==> src/design/voxel_csr_config.svh <==
`ifndef VOXEL_CSR_CONFIG_SVH
`define VOXEL_CSR_CONFIG_SVH

// ============================================================
// bus geometry
// ============================================================
`define CSR_ADDR_W 16 // byte address
`define CSR_DATA_W 32
`define CSR_WORD_W 8  // word index from addr[9:2]

// ============================================================
// datapath widths
// ============================================================
`define COORD_W 16 // signed camera coordinate
`define SEL_W   6
`define IRQ_W   4

// ============================================================
// identification
// ============================================================
`define VENDOR_ID 16'h1BAD
`define DEVICE_ID 16'h2024
`define REV_ID    8'h02
`define BUILD_ID  8'h01

`endif

==> src/design/voxel_csr_pkg.sv <==
`include "voxel_csr_config.svh"

package voxel_csr_pkg;

    // word offsets, byte address >> 2
    typedef enum logic [`CSR_WORD_W-1:0] {
        W_ID          = 8'h00,
        W_REV         = 8'h01,
        W_CTRL        = 8'h04,
        W_STATUS      = 8'h05,
        W_CAM_X       = 8'h08,
        W_CAM_Y       = 8'h09,
        W_CAM_Z       = 8'h0A,
        W_CAM_DIR_X   = 8'h0B,
        W_CAM_DIR_Y   = 8'h0C,
        W_CAM_DIR_Z   = 8'h0D,
        W_CAM_PLANE_X = 8'h0E,
        W_CAM_PLANE_Y = 8'h0F,
        W_FLAGS       = 8'h10,
        W_SEL_ACTIVE  = 8'h11,
        W_SEL_X       = 8'h12,
        W_SEL_Y       = 8'h13,
        W_SEL_Z       = 8'h14,
        W_FB_BASE     = 8'h15,
        W_FB_STRIDE   = 8'h16,
        W_INT_STATUS  = 8'h20,
        W_INT_MASK    = 8'h21,
        W_IRQ_TEST    = 8'h22
    } csr_word_e;

    typedef struct packed {
        logic                     valid;
        logic [`CSR_WORD_W-1:0]   word;
        logic [`CSR_DATA_W-1:0]   data;
        logic [`CSR_DATA_W/8-1:0] strb;
    } csr_wr_t;

    typedef struct packed {
        logic                   valid;
        logic [`CSR_WORD_W-1:0] word;
    } csr_rd_t;

    typedef struct packed {
        logic                   hit;
        logic [`CSR_DATA_W-1:0] data;
    } csr_rsp_t;

    typedef struct packed {
        logic signed [`COORD_W-1:0] pos_x;
        logic signed [`COORD_W-1:0] pos_y;
        logic signed [`COORD_W-1:0] pos_z;
        logic signed [`COORD_W-1:0] dir_x;
        logic signed [`COORD_W-1:0] dir_y;
        logic signed [`COORD_W-1:0] dir_z;
        logic signed [`COORD_W-1:0] plane_x;
        logic signed [`COORD_W-1:0] plane_y;
    } cam_t;

    // bit order matches the FLAGS word
    typedef struct packed {
        logic diag_slice;  // bit 3
        logic extra_light; // bit 2
        logic curvature;
        logic smooth;      // bit 0
    } flags_t;

    typedef struct packed {
        logic              active;
        logic [`SEL_W-1:0] x;
        logic [`SEL_W-1:0] y;
        logic [`SEL_W-1:0] z;
    } sel_t;

endpackage

==> src/design/csr_bus_front.sv <==
`timescale 1ns/1ps
`include "voxel_csr_config.svh"

module csr_bus_front
    import voxel_csr_pkg::*;
(
    input  logic                     clk,
    input  logic                     rst_n,

    input  logic [`CSR_ADDR_W-1:0]   s_axil_awaddr,
    input  logic                     s_axil_awvalid,
    output logic                     s_axil_awready,
    input  logic [`CSR_DATA_W-1:0]   s_axil_wdata,
    input  logic [`CSR_DATA_W/8-1:0] s_axil_wstrb,
    input  logic                     s_axil_wvalid,
    output logic                     s_axil_wready,
    output logic [1:0]               s_axil_bresp,
    output logic                     s_axil_bvalid,
    input  logic                     s_axil_bready,
    input  logic [`CSR_ADDR_W-1:0]   s_axil_araddr,
    input  logic                     s_axil_arvalid,
    output logic                     s_axil_arready,
    output logic [`CSR_DATA_W-1:0]   s_axil_rdata,
    output logic [1:0]               s_axil_rresp,
    output logic                     s_axil_rvalid,
    input  logic                     s_axil_rready,

    output csr_wr_t                  wr,
    output csr_rd_t                  rd,
    input  csr_rsp_t                 view_rsp,
    input  csr_rsp_t                 event_rsp
);

    localparam logic [1:0] RESP_OKAY = 2'b00;

    logic                   wr_fire;
    logic                   rd_fire;
    logic [`CSR_DATA_W-1:0] rd_sel;

    assign wr_fire = s_axil_awvalid && s_axil_awready &&
                     s_axil_wvalid  && s_axil_wready  && !s_axil_bvalid;
    assign rd_fire = s_axil_arvalid && s_axil_arready && !s_axil_rvalid;

    // ============================================================
    // strobes to the register banks
    // ============================================================
    assign wr.valid = wr_fire;
    assign wr.word  = s_axil_awaddr[`CSR_WORD_W+1:2]; // byte lanes dropped
    assign wr.data  = s_axil_wdata;
    assign wr.strb  = s_axil_wstrb;

    assign rd.valid = rd_fire;
    assign rd.word  = s_axil_araddr[`CSR_WORD_W+1:2];

    // event bank first, then view bank, else zero
    always_comb begin
        if (event_rsp.hit) begin
            rd_sel = event_rsp.data;
        end else if (view_rsp.hit) begin
            rd_sel = view_rsp.data;
        end else begin
            rd_sel = '0;
        end
    end

    assign s_axil_bresp = RESP_OKAY; // every word answers OKAY
    assign s_axil_rresp = RESP_OKAY;

    // ============================================================
    // write channel
    // ============================================================
    always_ff @(posedge clk or negedge rst_n) begin
        if (!rst_n) begin
            s_axil_awready <= 1'b0;
            s_axil_wready  <= 1'b0;
            s_axil_bvalid  <= 1'b0;
        end else begin
            if (!s_axil_awready)
                s_axil_awready <= s_axil_awvalid;
            if (!s_axil_wready)
                s_axil_wready <= s_axil_wvalid;

            if (wr_fire) begin
                s_axil_bvalid  <= 1'b1;
                s_axil_awready <= 1'b0;
                s_axil_wready  <= 1'b0;
            end else if (s_axil_bvalid && s_axil_bready) begin
                s_axil_bvalid <= 1'b0;
            end
        end
    end

    // ============================================================
    // read channel
    // ============================================================
    always_ff @(posedge clk or negedge rst_n) begin
        if (!rst_n) begin
            s_axil_arready <= 1'b0;
            s_axil_rvalid  <= 1'b0;
        end else begin
            if (!s_axil_arready)
                s_axil_arready <= s_axil_arvalid;

            if (rd_fire) begin
                s_axil_rvalid  <= 1'b1;
                s_axil_arready <= 1'b0;
            end else if (s_axil_rvalid && s_axil_rready) begin
                s_axil_rvalid <= 1'b0;
            end
        end
    end

    always_ff @(posedge clk) begin
        if (rd_fire)
            s_axil_rdata <= rd_sel; // held while rvalid waits
    end

endmodule

==> src/design/event_regs.sv <==
`timescale 1ns/1ps
`include "voxel_csr_config.svh"

module event_regs
    import voxel_csr_pkg::*;
(
    input  logic     clk,
    input  logic     rst_n,
    input  csr_wr_t  wr,
    input  csr_rd_t  rd,
    input  logic     frame_done_pulse,
    input  logic     core_busy,
    output csr_rsp_t rsp,
    output logic     soft_reset_pulse,
    output logic     start_frame_pulse,
    output logic     irq_out
);

    logic [`IRQ_W-1:0] int_status;
    logic [`IRQ_W-1:0] int_status_nxt;
    logic [`IRQ_W-1:0] int_mask;
    logic              frame_latch;
    logic              frame_latch_nxt;
    logic              wr_ctrl;

    assign wr_ctrl = wr.valid && (wr.word == W_CTRL);
    assign irq_out = |(int_status & int_mask); // level irq

    // ============================================================
    // event and clear priority, last assignment wins
    // ============================================================
    always_comb begin
        int_status_nxt  = int_status;
        frame_latch_nxt = frame_latch;

        if (rd.valid && rd.word == W_STATUS)
            frame_latch_nxt = 1'b0; // clear on read
        if (frame_done_pulse) begin
            frame_latch_nxt   = 1'b1;
            int_status_nxt[0] = 1'b1;
        end

        if (wr_ctrl && wr.data[1]) begin
            frame_latch_nxt   = 1'b0; // new frame
            int_status_nxt[0] = 1'b0;
        end
        if (wr.valid && wr.word == W_INT_STATUS)
            int_status_nxt = int_status_nxt & ~wr.data[`IRQ_W-1:0]; // w1c
        if (wr.valid && wr.word == W_IRQ_TEST && wr.data[0])
            int_status_nxt[3] = 1'b1;

        // deferred clear, one cycle after the soft reset command
        if (soft_reset_pulse) begin
            int_status_nxt  = '0;
            frame_latch_nxt = 1'b0;
        end
    end

    always_ff @(posedge clk or negedge rst_n) begin
        if (!rst_n) begin
            int_status        <= '0;
            int_mask          <= '0;
            frame_latch       <= 1'b0;
            soft_reset_pulse  <= 1'b0;
            start_frame_pulse <= 1'b0;
        end else begin
            int_status        <= int_status_nxt;
            frame_latch       <= frame_latch_nxt;
            soft_reset_pulse  <= wr_ctrl && wr.data[0];
            start_frame_pulse <= wr_ctrl && wr.data[1];
            if (wr.valid && wr.word == W_INT_MASK)
                int_mask <= wr.data[`IRQ_W-1:0];
        end
    end

    // ============================================================
    // read decode
    // ============================================================
    always_comb begin
        rsp = '0;
        if (rd.valid) begin
            rsp.hit = 1'b1;
            case (rd.word)
                W_ID:         rsp.data = {`VENDOR_ID, `DEVICE_ID};
                W_REV:        rsp.data = {{(`CSR_DATA_W-16){1'b0}}, `BUILD_ID, `REV_ID};
                W_STATUS:     rsp.data = {{(`CSR_DATA_W-2){1'b0}}, frame_latch, core_busy};
                W_INT_STATUS: rsp.data = {{(`CSR_DATA_W-`IRQ_W){1'b0}}, int_status};
                W_INT_MASK:   rsp.data = {{(`CSR_DATA_W-`IRQ_W){1'b0}}, int_mask};
                default:      rsp.hit  = 1'b0;
            endcase
        end
    end

endmodule

==> src/design/view_regs.sv <==
`timescale 1ns/1ps
`include "voxel_csr_config.svh"

module view_regs
    import voxel_csr_pkg::*;
(
    input  logic                   clk,
    input  logic                   rst_n,
    input  csr_wr_t                wr,
    input  csr_rd_t                rd,
    input  logic                   soft_reset_pulse,
    output csr_rsp_t               rsp,
    output cam_t                   cam,
    output logic                   cam_load_pulse,
    output flags_t                 flags,
    output logic                   flags_load_pulse,
    output sel_t                   sel,
    output logic                   sel_load_pulse,
    output logic [`CSR_DATA_W-1:0] fb_base,
    output logic [`CSR_DATA_W-1:0] fb_stride
);

    localparam flags_t FLAGS_RST = 4'b0011; // smooth and curvature on

    logic wr_cam;
    logic wr_sel;
    logic wr_flags;

    function automatic logic [`CSR_DATA_W-1:0] merge_bytes(
        input logic [`CSR_DATA_W-1:0]   cur,
        input logic [`CSR_DATA_W-1:0]   data,
        input logic [`CSR_DATA_W/8-1:0] strb
    );
        logic [`CSR_DATA_W-1:0] res;
        res = cur;
        for (int i = 0; i < `CSR_DATA_W/8; i++) begin
            if (strb[i])
                res[8*i +: 8] = data[8*i +: 8];
        end
        return res;
    endfunction

    function automatic logic [`CSR_DATA_W-1:0] sext(input logic signed [`COORD_W-1:0] v);
        return {{(`CSR_DATA_W-`COORD_W){v[`COORD_W-1]}}, v};
    endfunction

    function automatic logic [`CSR_DATA_W-1:0] zext(input logic [`SEL_W-1:0] v);
        return {{(`CSR_DATA_W-`SEL_W){1'b0}}, v};
    endfunction

    assign wr_cam   = wr.valid && (wr.word inside {[W_CAM_X:W_CAM_PLANE_Y]});
    assign wr_sel   = wr.valid && (wr.word inside {[W_SEL_ACTIVE:W_SEL_Z]});
    assign wr_flags = wr.valid && ((wr.word == W_FLAGS) ||
                                   (wr.word == W_CTRL && |wr.data[3:2]));

    // ============================================================
    // register writes
    // ============================================================
    always_ff @(posedge clk or negedge rst_n) begin
        if (!rst_n) begin
            cam              <= '0;
            flags            <= FLAGS_RST;
            sel              <= '0;
            fb_base          <= '0;
            fb_stride        <= '0;
            cam_load_pulse   <= 1'b0;
            flags_load_pulse <= 1'b0;
            sel_load_pulse   <= 1'b0;
        end else begin
            cam_load_pulse   <= wr_cam;
            flags_load_pulse <= wr_flags;
            sel_load_pulse   <= wr_sel;

            if (soft_reset_pulse)
                flags <= FLAGS_RST;

            if (wr.valid) begin
                case (wr.word)
                    W_CAM_X:       cam.pos_x   <= wr.data[`COORD_W-1:0];
                    W_CAM_Y:       cam.pos_y   <= wr.data[`COORD_W-1:0];
                    W_CAM_Z:       cam.pos_z   <= wr.data[`COORD_W-1:0];
                    W_CAM_DIR_X:   cam.dir_x   <= wr.data[`COORD_W-1:0];
                    W_CAM_DIR_Y:   cam.dir_y   <= wr.data[`COORD_W-1:0];
                    W_CAM_DIR_Z:   cam.dir_z   <= wr.data[`COORD_W-1:0];
                    W_CAM_PLANE_X: cam.plane_x <= wr.data[`COORD_W-1:0];
                    W_CAM_PLANE_Y: cam.plane_y <= wr.data[`COORD_W-1:0];
                    W_FLAGS:       flags       <= wr.data[3:0];
                    W_CTRL: begin
                        if (|wr.data[3:2]) begin
                            flags.diag_slice  <= wr.data[2]; // ctrl order differs from FLAGS
                            flags.extra_light <= wr.data[3];
                        end
                    end
                    W_SEL_ACTIVE:  sel.active  <= wr.data[0];
                    W_SEL_X:       sel.x       <= wr.data[`SEL_W-1:0];
                    W_SEL_Y:       sel.y       <= wr.data[`SEL_W-1:0];
                    W_SEL_Z:       sel.z       <= wr.data[`SEL_W-1:0];
                    W_FB_BASE:     fb_base     <= merge_bytes(fb_base, wr.data, wr.strb);
                    W_FB_STRIDE:   fb_stride   <= merge_bytes(fb_stride, wr.data, wr.strb);
                    default: ;
                endcase
            end
        end
    end

    // ============================================================
    // read decode
    // ============================================================
    always_comb begin
        rsp = '0;
        if (rd.valid) begin
            rsp.hit = 1'b1;
            case (rd.word)
                W_CTRL:        rsp.data = {{(`CSR_DATA_W-4){1'b0}},
                                           flags.extra_light, flags.diag_slice, 2'b00};
                W_CAM_X:       rsp.data = sext(cam.pos_x);
                W_CAM_Y:       rsp.data = sext(cam.pos_y);
                W_CAM_Z:       rsp.data = sext(cam.pos_z);
                W_CAM_DIR_X:   rsp.data = sext(cam.dir_x);
                W_CAM_DIR_Y:   rsp.data = sext(cam.dir_y);
                W_CAM_DIR_Z:   rsp.data = sext(cam.dir_z);
                W_CAM_PLANE_X: rsp.data = sext(cam.plane_x);
                W_CAM_PLANE_Y: rsp.data = sext(cam.plane_y);
                W_FLAGS:       rsp.data = {{(`CSR_DATA_W-4){1'b0}}, flags};
                W_SEL_ACTIVE:  rsp.data = {{(`CSR_DATA_W-1){1'b0}}, sel.active};
                W_SEL_X:       rsp.data = zext(sel.x);
                W_SEL_Y:       rsp.data = zext(sel.y);
                W_SEL_Z:       rsp.data = zext(sel.z);
                W_FB_BASE:     rsp.data = fb_base;
                W_FB_STRIDE:   rsp.data = fb_stride;
                default:       rsp.hit  = 1'b0; // not a view word
            endcase
        end
    end

endmodule

==> src/design/voxel_csr_top.sv <==
`timescale 1ns/1ps
`include "voxel_csr_config.svh"

module voxel_csr_top
    import voxel_csr_pkg::*;
(
    input  logic                     clk,
    input  logic                     rst_n,

    input  logic [`CSR_ADDR_W-1:0]   s_axil_awaddr,
    input  logic                     s_axil_awvalid,
    output logic                     s_axil_awready,
    input  logic [`CSR_DATA_W-1:0]   s_axil_wdata,
    input  logic [`CSR_DATA_W/8-1:0] s_axil_wstrb,
    input  logic                     s_axil_wvalid,
    output logic                     s_axil_wready,
    output logic [1:0]               s_axil_bresp,
    output logic                     s_axil_bvalid,
    input  logic                     s_axil_bready,
    input  logic [`CSR_ADDR_W-1:0]   s_axil_araddr,
    input  logic                     s_axil_arvalid,
    output logic                     s_axil_arready,
    output logic [`CSR_DATA_W-1:0]   s_axil_rdata,
    output logic [1:0]               s_axil_rresp,
    output logic                     s_axil_rvalid,
    input  logic                     s_axil_rready,

    output cam_t                     cam,
    output logic                     cam_load_pulse,
    output flags_t                   flags,
    output logic                     flags_load_pulse,
    output sel_t                     sel,
    output logic                     sel_load_pulse,
    output logic                     soft_reset_pulse,
    output logic                     start_frame_pulse,
    output logic [`CSR_DATA_W-1:0]   fb_base,
    output logic [`CSR_DATA_W-1:0]   fb_stride,
    output logic                     irq_out,

    input  logic                     frame_done_pulse,
    input  logic                     core_busy
);

    csr_wr_t  wr;
    csr_rd_t  rd;
    csr_rsp_t view_rsp;
    csr_rsp_t event_rsp;

    csr_bus_front u_front (.*); // axi-lite ports match by name

    view_regs u_view (
        .clk, .rst_n, .wr, .rd, .soft_reset_pulse,
        .rsp (view_rsp),
        .cam, .cam_load_pulse, .flags, .flags_load_pulse,
        .sel, .sel_load_pulse, .fb_base, .fb_stride
    );

    event_regs u_event (
        .clk, .rst_n, .wr, .rd, .frame_done_pulse, .core_busy,
        .rsp (event_rsp),
        .soft_reset_pulse, .start_frame_pulse, .irq_out
    );

endmodule

==> config.mk <==
export PLATFORM = sky130hd
export DESIGN_NAME = voxel_csr_top
export DESIGN_NICKNAME = d
export VERILOG_FILES = /design/src/design/voxel_csr_pkg.sv /design/src/design/csr_bus_front.sv /design/src/design/event_regs.sv /design/src/design/view_regs.sv /design/src/design/voxel_csr_top.sv
export VERILOG_INCLUDE_DIRS = /design/src /design/src/design
export SDC_FILE = /design/constraint.sdc
export NUM_CORES = 1
export LEC_CHECK = 0
export ABC_AREA = 1
export BUFFER_PORTS_ARGS = -buffer_cell sky130_fd_sc_hd__buf_2
export CORE_ASPECT_RATIO = 1.1
export CORE_MARGIN = 4
export CORE_UTILIZATION = 50
export DETAILED_ROUTE_END_ITERATION = 7
export HOLD_SLACK_MARGIN = 0.12
export PLACE_DENSITY = 0.77
export SETUP_SLACK_MARGIN = 0.1
export SLEW_MARGIN = 15
export SYNTH_ARGS = -nofsm -noshare
export SYNTH_HDL_FRONTEND = slang
export SYNTH_SLANG_ARGS = --single-unit
==> constraint.sdc <==
create_clock -name clk -period 2.9 [get_ports clk]
set_input_delay 0.29 -clock clk [delete_from_list [all_inputs] [get_ports clk]]
set_output_delay 0.29 -clock clk [all_outputs]
set_load 0.02 [all_outputs]
After elaboration in Yosys (flattened, before gate mapping)
Index checks and enable logic that the tools add are counted.
W data, S select, Z words.
{"block": "word_totals", "regBits": 266, "inputBits": 77, "output_inout_bits": 262, "word_cells": 173}
{"block": "op_classes", "bitwise_logic": 3, "n_mux": 32, "n_eq_ne": 39, "magnitude_cmp": 4, "reduce_logical": 55}
{"op": "$pmux W32 S16", "n": 1}
{"op": "$pmux W29 S5", "n": 1}
{"op": "$eq A8 B4 Y1 const B", "n": 16}
{"op": "$eq A8 B5 Y1 const B", "n": 14}
{"op": "$mux W33", "n": 2}
{"op": "$mux W32", "n": 2}
{"op": "$eq A8 B6 Y1 const B", "n": 5}
{"op": "$eq A8 B3 Y1 const B", "n": 3}
{"op": "$reduce_and A2 Y1", "n": 12}
{"op": "$reduce_and A3 Y1", "n": 8}
{"op": "$logic_and A1 B1 Y1", "n": 22}
{"op": "$mux W1", "n": 19}
{"op": "$mux W4", "n": 4}
{"op": "$reduce_or A16 Y1", "n": 1}
{"op": "$and A4 B4 Y4", "n": 2}
{"op": "$eq A8 B1 Y1 const B", "n": 1}
{"op": "$ge A8 B4 Y1 const B", "n": 1}
{"op": "$ge A8 B5 Y1 const B", "n": 1}
{"op": "$le A8 B4 Y1 const B", "n": 1}
{"op": "$le A8 B5 Y1 const B", "n": 1}
{"op": "$logic_not A8 Y1", "n": 1}
{"op": "$reduce_bool A2 Y1", "n": 3}
{"op": "$reduce_or A5 Y1", "n": 1}
{"op": "$mux W2", "n": 2}
{"op": "8 further kinds", "n": 9}

Logic depth before layout (Yosys ltp)
Gate-level depths: netlist of the first run.
{"block": "logic_depth", "word_depth": 11, "depth_mapped": 13, "mapped_depth_nobuf": 11}

Hierarchy
A second synthesis of the first run with hierarchy kept.
{"block": "unflattened", "hier_cells": 1786, "area_unflattened_um2": 14113.5}
{"module": "view_regs", "cells_per_inst": 1423, "seq_area_each_um2": 5457.7, "instances": 1, "area_each_um2": 11010.6}
{"module": "csr_bus_front", "cells_per_inst": 219, "seq_area_each_um2": 1086.0, "instances": 1, "area_each_um2": 2095.8}
{"module": "event_regs", "cells_per_inst": 144, "seq_area_each_um2": 275.3, "instances": 1, "area_each_um2": 1007.2}

Least setup slack after synthesis of the first run
OpenSTA, ideal clock, no wires.
{"block": "synth_path", "kind": "reg-to-reg", "start": "register u_front.s_axil_arready", "end": "register u_front.s_axil_rdata[0], enable pin", "stages_incl_launch_ff": 4, "arrival_ns": 2.024, "setup_ns": 0.409, "n_path_buf": 1, "synth_period_minus_slack_ns": 2.433, "slack_ns": 0.467, "path_cell_list": "dfrtp_1 -> inv_1 -> nor3_2 -> clkbuf_1"}
{"block": "synth_via", "elab_chain_cells": 2}
{"item": "from (decl)", "line_no": "csr_bus_front.sv:22", "source": "output logic s_axil_arready,"}
{"item": "from (signal assigned)", "line_no": "csr_bus_front.sv:102", "source": "s_axil_arready <= s_axil_arvalid;"}
{"item": "$logic_and A1 B1 Y1 (2 in series)", "line_no": "csr_bus_front.sv:42", "source": "assign rd_fire = s_axil_arvalid && s_axil_arready && !s_axil_rvalid;"}
{"item": "via u_front.rd_fire", "line_no": "csr_bus_front.sv:37", "source": "logic rd_fire;"}
{"item": "to (signal assigned)", "line_no": "csr_bus_front.sv:115", "source": "s_axil_rdata <= rd_sel;"}
{"item": "to (decl)", "line_no": "csr_bus_front.sv:23", "source": "output logic [`CSR_DATA_W-1:0] s_axil_rdata,"}
The timed path passes the listed nets, and every way through them passes these cells.
A chain may end at the register's enable or synchronous reset.

Worst setup path after layout of the first run
{"block": "layout_path", "start": "input s_axil_awaddr[8]", "end": "register u_event.frame_latch"}
{"block": "layout_via", "elab_chain_cells": 5, "word_cells_on_any_way": 6, "cone_classes": "1 x eq/ne; 2 x mux; 3 x reduce/logical"}
{"item": "from (decl)", "line_no": "voxel_csr_top.sv:10", "source": "input logic [`CSR_ADDR_W-1:0] s_axil_awaddr,"}
{"item": "$eq A8 B3 Y1 *", "line_no": "event_regs.sv:26", "source": "assign wr_ctrl = wr.valid && (wr.word == W_CTRL);"}
{"item": "$logic_and A1 B1 Y1 *", "line_no": "event_regs.sv:26"}
{"item": "$logic_and A1 B1 Y1 *", "line_no": "event_regs.sv:43", "source": "if (wr_ctrl && wr.data[1]) begin"}
{"item": "$mux W1", "line_no": "event_regs.sv:43"}
{"item": "$mux W1", "line_no": "event_regs.sv:53", "source": "if (soft_reset_pulse) begin"}
{"item": "to (signal assigned)", "line_no": "event_regs.sv:68", "source": "frame_latch <= frame_latch_nxt;"}
{"item": "to (decl)", "line_no": "event_regs.sv:22", "source": "logic frame_latch;"}
Mark *: on every way between the ends. The rest lies on a longest branch, timed or not.

==> results of run 1 <==
==> cell type report <==
class                           count  area (um2)  share of cell area (%)
Inverter                          112         420                    2.71
Antenna cell                        5        12.5                  0.0808
Tap cell                          310         388                    2.50
Clock buffer                       31         712                    4.60
Clock inverter                     21         199                    1.28
Multi-Input combinational cell   1084        4740                    30.6
Timing Repair Buffer              380        2190                    14.1
Sequential cell                   266        6820                    44.0
==> sequential cells by signal, indices dropped and copies added (netlist names) <==
signal / cells
u_view.cam: 128
u_front.s_axil_rdata: 32
u_view.fb_base: 32
u_view.fb_stride: 32
u_view.sel: 19
u_event.int_mask: 4
u_event.int_status: 4
u_view.flags: 4
u_event.frame_latch: 1
u_event.soft_reset_pulse: 1
u_event.start_frame_pulse: 1
u_front.s_axil_arready: 1
u_front.s_axil_awready: 1
u_front.s_axil_bvalid: 1
u_front.s_axil_rvalid: 1
u_front.s_axil_wready: 1
u_view.cam_load_pulse: 1
u_view.flags_load_pulse: 1
u_view.sel_load_pulse: 1
==> worst max path at each step <==
stage / start / cells after the start / slack [ns] / endpoint
2_1_floorplan: u_front.s_axil_arready$_DFF_PN0_ / 3 / 0.47 / u_front.s_axil_rdata[0]$_DFFE_PP_
3_3_place_gp: s_axil_araddr[8] / 10 / 0.57 / u_front.s_axil_rdata[31]$_SDFFCE_PP0P_
3_5_place_dp: s_axil_araddr[8] / 10 / 0.51 / u_front.s_axil_rdata[29]$_SDFFCE_PP0P_
4_1_cts: s_axil_awaddr[8] / 12 / 0.15 / u_event.frame_latch$_DFFE_PN0P_
5_1_grt: s_axil_awaddr[8] / 12 / 0.12 / u_event.frame_latch$_DFFE_PN0P_
6_report: s_axil_awaddr[8] / 12 / 0.21 / u_event.frame_latch$_DFFE_PN0P_
==> per-layer routing <==
metal	vias up	track usage, %
met4	0	11.6
met3	107	4.88
li1	5626	-
met1	5715	43.0
met2	650	46.9
met5	-	0
==> cells by family (layout without fill, tap and decap cells) <==
kind of cell	count (synthesis)	in the layout	share of synthesized area [%]
AO/OA/AOI/OAI	240	240	9.95
AND/OR/NAND/NOR	840	840	28.3
other	1	9	0.0304
flip-flops	266	266	55.3
buffers and inverters	185	544	6.48
==> through the flow <==
stage                     instances  area [um2]
after global routing           2209       15500
final                          2209       15500
after detailed placement       2118       14200
after floorplan                1535       12300
after CTS                      2204       15500
after global placement         2118       14200
==> worst reg2reg max path, cell delays in order, from the launching register on <==
cell and delay, ns:
dfrtp_1 0.38, inv_1 0.07, nand2_1 0.06, nor2_2 0.12, buf_4 0.21, nand3_1 0.21
inv_1 0.16, nand2_1 0.08, nand2_1 0.10, nor2_1 0.05, dlygate4sd3_1 0.55
==> report_power, final <==
part | internal, uW | switching [uW]
clock | 2050 | 1540
combinational | 246 | 634
sequential | 3950 | 92.8
==> placed cells by master, fill, tap and decap left out, drive strengths merged, types with 2 or more instances in the layout <==
| cell type | instances |
|---|---|
| diode | 5 |
| nor4 | 3 |
| nand4 | 11 |
| edfxtp | 32 |
| a21oi | 9 |
| clkinv | 15 |
| nand2 | 525 |
| nor3 | 6 |
| o21ai | 226 |
| clkbuf | 31 |
| nor2 | 151 |
| dfrtp | 232 |
| clkinvlp | 2 |
| buf | 346 |
| conb | 4 |
| bufinv | 3 |
| inv | 113 |
| dlygate4sd3 | 34 |
| nand3 | 144 |
| dfstp | 2 |
==> synth_stat cells (10+ instances only) <==
cell	instances	area (um2)
edfxtp_1	32	961
dfrtp_1	232	5810
o21ai_0	198	991
nand2_1	513	1930
inv_1	105	394
clkbuf_1	38	143
nor2_1	138	518
o21ai_1	28	140
nand2_2	12	75.1
nor2_2	10	62.6
nand3_1	142	711
nand4_1	11	68.8
buf_2	21	105
==> what timing repair did <==
item                       4_1_cts  5_1_grt
hold endpoints to repair       161        0
hold buffers                    34        0
setup endpoints to repair        0        1
setup buffers                    0        0
resized for setup                0        1
==> flow_summary.json, run 1 <==
{
  "status": "finished, final reports clean",
  "hold-worst-slack_ns": 0.164,
  "syn_inst": 1532,
  "portBuffers": 318,
  "fin_ws_ns": 0.211,
  "utilization_pct": 63.5,
  "slowest_stage": "dlygate4sd3_1",
  "ios": 339,
  "dpl_worst_slack_ns": 0.510,
  "path_delay_family": "buffers and inverters",
  "clk_pin_slew_worst_paths_ns": 0.06,
  "worstHoldPathCells": 3,
  "drv_cap": 0,
  "async_flop_share_pct": 88.0,
  "grt_pass1_vias": 11400,
  "synth-seq-area-share_pct": 55.3,
  "worstPathMaxFanout": 7,
  "hold_end": "u_view.fb_base[7]$_DFFE_PN0P_",
  "tns_ns": 0,
  "wl_met1_um": 17400,
  "syn-mean-instance-area_um2": 8.05,
  "die-height_um": 173,
  "ys_ff_latch": 266,
  "rsz0062_at_grt": "false",
  "drt_iter0_drc": 1202,
  "fin_crit_sh_pct": 92.7,
  "cp_cell_sequence": "dlygate4sd3_1 -> buf_2 -> nor2_2 -> dlygate4sd3_1 -> inv_2 -> nor2_2 -> nand3_1 -> inv_1 -> nand2_1 -> nand2_1 -> nor2_1 -> dlygate4sd3_1",
  "fillers": 2115,
  "die_width_um": 158,
  "antenna_found_initial": 5,
  "rr_worst_depth": 10,
  "ys_warn_count": 0,
  "final.min_clock_period_ns": 2.69,
  "power_uw": 8500,
  "nets": 1949,
  "cts_root_buffer": "clkbuf_16",
  "worstSetupStartpointType": "input pin",
  "numCtsBuffers": 28,
  "p_leak_uw": 0.00826,
  "cts.sinks": 266,
  "power_density_nw_per_um2": 549,
  "core_area_um2": 24400,
  "synth-edff-count": 32,
  "synthDistinctLibCells": 33,
  "drt-wirelength-per-cell_um": 19.1,
  "maxSlewViolCount": 0,
  "r2r-end": "u_event.frame_latch$_DFFE_PN0P_",
  "drt_first_pass_iters": 8,
  "globalplace.congestion": 0.956,
  "setup_violations": 0,
  "routed-via-count": 12100,
  "cpPeakStageDelay_ns": 0.58,
  "die-area_um2": 27300,
  "worst_ep_arrival_time_ns": 3.11,
  "clk_latency_ns": 0.55,
  "cts_tree": "built",
  "path_buf_inv": 6,
  "met2_length_um": 19100,
  "reg2reg_slack_ns": 0.79,
  "worst_hold_path_type": "in -> reg",
  "synth_ff_type": "dfrtp_1",
  "timing.final.hold_violations": 0,
  "grt_max_degree": 121,
  "r2r-start": "u_front.s_axil_bvalid$_DFFE_PN0P_",
  "drive_above_1_share_pct": 22.8,
  "peakVddDrop_uv": 463,
  "hp-start": "s_axil_wdata[7]",
  "htreeDepth": 1,
  "routed_wirelength_um": 42100,
  "remaining_drc_errors": 0,
  "worst_pin_slew_ns": 0.729,
  "syn_to_final_growth_pct": 25.5,
  "cpMostUsedCell": "dlygate4sd3_1",
  "max-slew-margin-rel_pct": 51.4,
  "top_layer": "met4",
  "ant_nets": 0,
  "track_usage_pct": 30.3,
  "overflow": 0,
  "critPathKind": "in -> reg",
  "clockBufferDepth": 3,
  "worstPathRequired_ns": 3.32,
  "grt_pass1_wl_um": 65000,
  "end_kind": "flop",
  "via_per_inst": 5.48,
  "fmax_mhz": 372,
  "met3_length_um": 3900,
  "core.rowCount": 60,
  "finClkSkew_ns": 0.0182,
  "hpwl_um": 30100,
  "initial_core_util_pct": 50.6,
  "synth_area_um2": 12300
}
Power figures use the tool's default switching activity.
==> run 2, diff against run 1 <==
--- a/config.mk
+++ b/config.mk
@@ -10,7 +10,7 @@
 export BUFFER_PORTS_ARGS = -buffer_cell sky130_fd_sc_hd__buf_2
 export CORE_ASPECT_RATIO = 1.1
 export CORE_MARGIN = 4
-export CORE_UTILIZATION = 50
+export CORE_UTILIZATION = 48
 export DETAILED_ROUTE_END_ITERATION = 7
 export HOLD_SLACK_MARGIN = 0.12
 export PLACE_DENSITY = 0.77
==> constraint.sdc (replaced) <==
create_clock -name clk -period 2.3 [get_ports clk]
set_input_delay 0.23 -clock clk [delete_from_list [all_inputs] [get_ports clk]]
set_output_delay 0.23 -clock clk [all_outputs]
set_load 0.02 [all_outputs]
==> flow_summary.json, run 2 (synthesis gave the netlist of run 1 again) <==
{
  "peakVddDrop_uv": 686,
  "clk_pin_slew_worst_paths_ns": 0.06,
  "critPathKind": "reg -> reg",
  "antenna_found_initial": 5,
  "numCtsBuffers": 29,
  "end_kind": "flop",
  "overflow": 0,
  "cts_tree": "built",
  "worst_ep_arrival_time_ns": 2.59,
  "portBuffers": 318,
  "die-area_um2": 28300,
  "core.rowCount": 61,
  "htreeDepth": 1,
  "ios": 339,
  "globalplace.congestion": 0.954,
  "largest_register_ff_count": 128,
  "fmax_mhz": 477,
  "cpPeakStageDelay_ns": 0.54,
  "cp_cell_sequence": "inv_1 -> nand2_1 -> nor2_2 -> inv_1 -> buf_4 -> nor3_1 -> o2111a_1 -> dlygate4sd3_1",
  "core_area_um2": 25300,
  "timing.final.hold_violations": 0,
  "fillers": 2186,
  "drt-wirelength-per-cell_um": 18.9,
  "fin_crit_sh_pct": 91.2,
  "slowest_stage": "dlygate4sd3_1",
  "initial_core_util_pct": 48.8,
  "power_density_nw_per_um2": 715,
  "hpwl_um": 30900,
  "drt_first_pass_iters": 8,
  "worst_hold_path_type": "in -> reg",
  "via_per_inst": 5.38,
  "status": "finished with violations",
  "drv_cap": 0,
  "maxSlewViolCount": 0,
  "grt_pass1_wl_um": 66200,
  "die_width_um": 161,
  "drive_above_1_share_pct": 23.3,
  "routed-via-count": 12200,
  "finClkSkew_ns": 0.0135,
  "final_cell_mix": "nand2_1, buf_2, dfrtp_1, o21ai_0, nand3_1",
  "ant_nets": 0,
  "worst_pin_slew_ns": 0.674,
  "die-height_um": 176,
  "clockBufferDepth": 3,
  "placed_cells": 2162,
  "rsz0062_at_grt": "false",
  "grt_max_degree": 81,
  "mostFrequentLayoutCell": "nand2_1",
  "routed_wirelength_um": 42800,
  "fin_ws_ns": 0.203,
  "nets": 1963,
  "tns_ns": 0,
  "worstPathMaxFanout": 10,
  "cts_root_buffer": "clkbuf_16",
  "setup_violations": 0,
  "cts.sinks": 266,
  "cpMostUsedCell": "inv_1",
  "final.min_clock_period_ns": 2.10,
  "worstPathRequired_ns": 2.79,
  "regArea_um2": 6820,
  "violations": "DRC",
  "max-slew-margin-rel_pct": 55.0,
  "dpl_worst_slack_ns": 0.184,
  "drt_iter0_drc": 1224,
  "syn_to_final_growth_pct": 28.4,
  "remaining_drc_errors": 1,
  "p_leak_uw": 0.00841,
  "top_register": "u_view.cam",
  "clk_latency_ns": 0.55,
  "worstSetupStartpointType": "flop",
  "grt_pass1_vias": 11600,
  "track_usage_pct": 29.5,
  "multi_input_area_um2": 4740,
  "final_cells": 2261
}
## run 2: final timing paths
kind | from | to | slack [ns] | cells after the start
worst max register to register | u_front.s_axil_bvalid$_DFFE_PN0P_ | u_view.sel_load_pulse$_DFF_PN0_ | 0.20 | 8
worst min-delay path | s_axil_awaddr[2] | u_view.sel[18]$_DFFE_PN0P_ | 0.14 | 5
worst min register to register | u_view.cam[124]$_DFFE_PN0P_ | u_view.cam[124]$_DFFE_PN0P_ | 0.51 | 2
worst max-delay path | u_front.s_axil_bvalid$_DFFE_PN0P_ | u_view.sel_load_pulse$_DFF_PN0_ | 0.20 | 8
min in group asynchronous | rst_n | u_event.start_frame_pulse$_DFF_PN0_ | 0.28 | 2
max in group asynchronous | rst_n | u_view.fb_stride[13]$_DFFE_PN0P_ | 1.29 | 3
## run 2: stage by stage
| stage | total power [uW] | area (um2) | hold slack, ns | utilization [%] |
|---|---|---|---|---|
| floorplan | 5700 | 12300 | -0.0656 | - |
| global placement | 6220 | 14300 | 0.270 | 56.8 |
| detailed placement | 6250 | 14300 | 0.279 | 56.8 |
| CTS | 11400 | 15800 | 0.124 | 62.6 |
| global route | 11700 | 15800 | 0.156 | 62.7 |
| finish | 11300 | 15800 | 0.137 | 62.7 |
## run 2: metal layers
layer  wire length, um  up-vias  GRT usage (%)
met4              1880        0           11.3
met3              4180       97           5.42
met1             17600     5729           41.2
met5                 0        -              0
li1                  -     5654              -
met2             19200      689           46.3
## run 2: layout make-up
class / instances / area share (%)
Multi-Input combinational cell: 1084 / 29.9
Clock inverter: 9 / 1.04
Sequential cell: 266 / 43.1
Timing Repair Buffer: 393 / 14.7
Inverter: 112 / 2.66
Clock buffer: 45 / 5.80
Antenna cell: 6 / 0.0948
Tap cell: 346 / 2.73
## run 2: report_power, final
group / total, uW / switching, uW / leakage, uW / internal [uW]
clock network: 5110 / 1910 / 0.000535 / 3200
logic: 1120 / 802 / 0.00434 / 318
registers: 5100 / 118 / 0.00354 / 4980
total: 11300 / 2830 / 0.00841 / 8490
## run 2: worst max-delay path, delay by kind of cell, from the launching register on
kind | cells | cell delay [ns]
compound gates | 1 | 0.21
buf+inv | 4 | 1.08
flops | 1 | 0.38
simple gates | 3 | 0.35
## run 2: repair_timing
action / in CTS / in global routing
setup endpoints to repair: 0 / 3
buffers inserted: 0 / 1
resized for setup: 0 / 0
hold buffers: 38 / 0
hold endpoints to repair: 138 / 0
==> run 3, diff against run 2 <==
==> constraint.sdc (replaced) <==
create_clock -name clk -period 2.3 [get_ports clk]
set_input_delay 0.115 -clock clk [delete_from_list [all_inputs] [get_ports clk]]
set_output_delay 0.115 -clock clk [all_outputs]
set_load 0.02 [all_outputs]
==> flow_summary.json, run 3 (synthesis gave the netlist of run 1 again) <==
{
  "maxSlewViolCount": 0,
  "multi_input_area_um2": 4770,
  "cts_tree": "built",
  "worstPathMaxFanout": 4,
  "fillers": 2164,
  "portBuffers": 318,
  "remaining_drc_errors": 0,
  "drv_cap": 0,
  "worstSetupStartpointType": "input pin",
  "cts.sinks": 266,
  "routed-via-count": 12400,
  "track_usage_pct": 29.9,
  "hold-worst-slack_ns": 0.126,
  "fin_crit_sh_pct": 94.0,
  "globalplace.congestion": 0.965,
  "drt_iter0_drc": 1210,
  "wl_met1_um": 17900,
  "antenna_found_initial": 3,
  "overflow": 0,
  "die_width_um": 161,
  "clk_pin_slew_worst_paths_ns": 0.06,
  "initial_core_util_pct": 48.8,
  "utilization_pct": 63.0,
  "largest_register_ff_count": 128,
  "worst_pin_slew_ns": 0.667,
  "grt_pass1_wl_um": 66700,
  "reg2reg_slack_ns": 0.15,
  "clockBufferDepth": 3,
  "p_leak_uw": 0.00849,
  "via_per_inst": 5.43,
  "r2r-start": "u_front.s_axil_bvalid$_DFFE_PN0P_",
  "fin_ws_ns": 0.138,
  "tns_ns": 0,
  "die-area_um2": 28300,
  "startpoint": "s_axil_awaddr[7]",
  "final.min_clock_period_ns": 2.16,
  "end_kind": "flop",
  "worst_hold_path_type": "in -> async",
  "cts_root_buffer": "clkbuf_16",
  "power_uw": 10700,
  "worst_ep_arrival_time_ns": 2.59,
  "grt_max_degree": 73,
  "rsz0062_at_grt": "true",
  "critPathKind": "in -> reg",
  "met2_length_um": 19600,
  "clk_latency_ns": 0.56,
  "routed_wirelength_um": 44100,
  "numCtsBuffers": 27,
  "peakVddDrop_uv": 498,
  "max-slew-margin-rel_pct": 55.4,
  "core_area_um2": 25300,
  "dpl_worst_slack_ns": 0.334,
  "core.rowCount": 61,
  "drt_first_pass_iters": 6,
  "ios": 339,
  "power_density_nw_per_um2": 672,
  "top_layer": "met4",
  "ant_nets": 0,
  "met3_length_um": 4360,
  "top_register": "u_view.cam",
  "nets": 1989,
  "setup_violations": 0,
  "drt-wirelength-per-cell_um": 19.3,
  "regArea_um2": 6820,
  "die-height_um": 176,
  "status": "finished, final reports clean",
  "fmax_mhz": 463,
  "finClkSkew_ns": 0.0205,
  "timing.final.hold_violations": 0,
  "final_cell_mix": "nand2_1, buf_2, dfrtp_1, o21ai_0, nand3_1",
  "mostFrequentLayoutCell": "nand2_1",
  "hpwl_um": 30600,
  "grt_pass1_vias": 11800,
  "drive_above_1_share_pct": 23.3,
  "worstPathRequired_ns": 2.73,
  "htreeDepth": 1,
  "syn_to_final_growth_pct": 29.1
}
[run 3: changes by cell type in the layout (fill, tap and decap cells not counted), moves of 2 or more]
cell / previous run / this run
dlygate4sd3_1: 38 / 60
buf_4: 32 / 38
clkinv_2: 3 / 8
clkbuf_8: 9 / 5
bufinv_16: 4 / 1
clkbuf_16: 31 / 28
clkinvlp_4: 0 / 3
nor2_1: 137 / 134
diode_2: 6 / 4
nand2_2: 12 / 10
nand2_4: 0 / 2
nor2_4: 4 / 6
o21ai_0: 198 / 196
o21ai_1: 28 / 30
[run 3: final cells by class]
type	count	area share, %
sequential	266	42.8
multi-input combinational	1084	30.0
timing repair buffer	421	16.2
clock buffer	38	4.95
tap	346	2.72
inverter	112	2.66
clock inverter	12	0.660
antenna	4	0.0629
[run 3: repair_timing]
action,in CTS,in global routing
buffers inserted,0,7
resized for setup,0,10
hold buffers,60,0
setup endpoints to repair,0,6
hold endpoints to repair,412,0
[run 3: worst paths after layout]
path / to / cells after the start
worst max-delay path: u_view.flags[3]$_DFF_PN0_ / 8
worst min-delay path: u_view.sel[1]$_DFFE_PN0P_ / 2
worst max register to register: u_view.fb_base[9]$_DFFE_PN0P_ / 10
worst min register to register: u_view.cam[48]$_DFFE_PN0P_ / 2
max in group asynchronous: u_view.fb_stride[9]$_DFFE_PN0P_ / 3
min in group clk: u_view.fb_base[26]$_DFFE_PN0P_ / 5
[run 3: metrics by stage]
step                      instance area [um2]  instances
after CTS                               15800       2272
final                                   15900       2283
after global placement                  14300       2162
after floorplan                         12300       1535
after global routing                    15900       2283
after detailed placement                14300       2162
[run 3: report_power, final]
part | internal (uW) | switching (uW) | total [uW] | leakage [uW]
clock | 2510 | 1900 | 4420 | 0.000442
combinational | 354 | 840 | 1190 | 0.00451
sequential | 4980 | 112 | 5090 | 0.00354
[run 3: per-layer routing]
metal  track usage (%)  up-vias
met3              5.84      146
met1              41.4     5791
met2              46.2      772
li1                  -     5698
met5                 0        -
met4              13.2        0
[run 3: worst max-delay path, stage by stage]
cell and delay (ns):
dlygate4sd3_1 0.54, buf_2 0.16, nor3_4 0.18, dlygate4sd3_1 0.63
nand3_1 0.14, o21ai_1 0.15, o21ai_0 0.12, dlygate4sd3_1 0.56
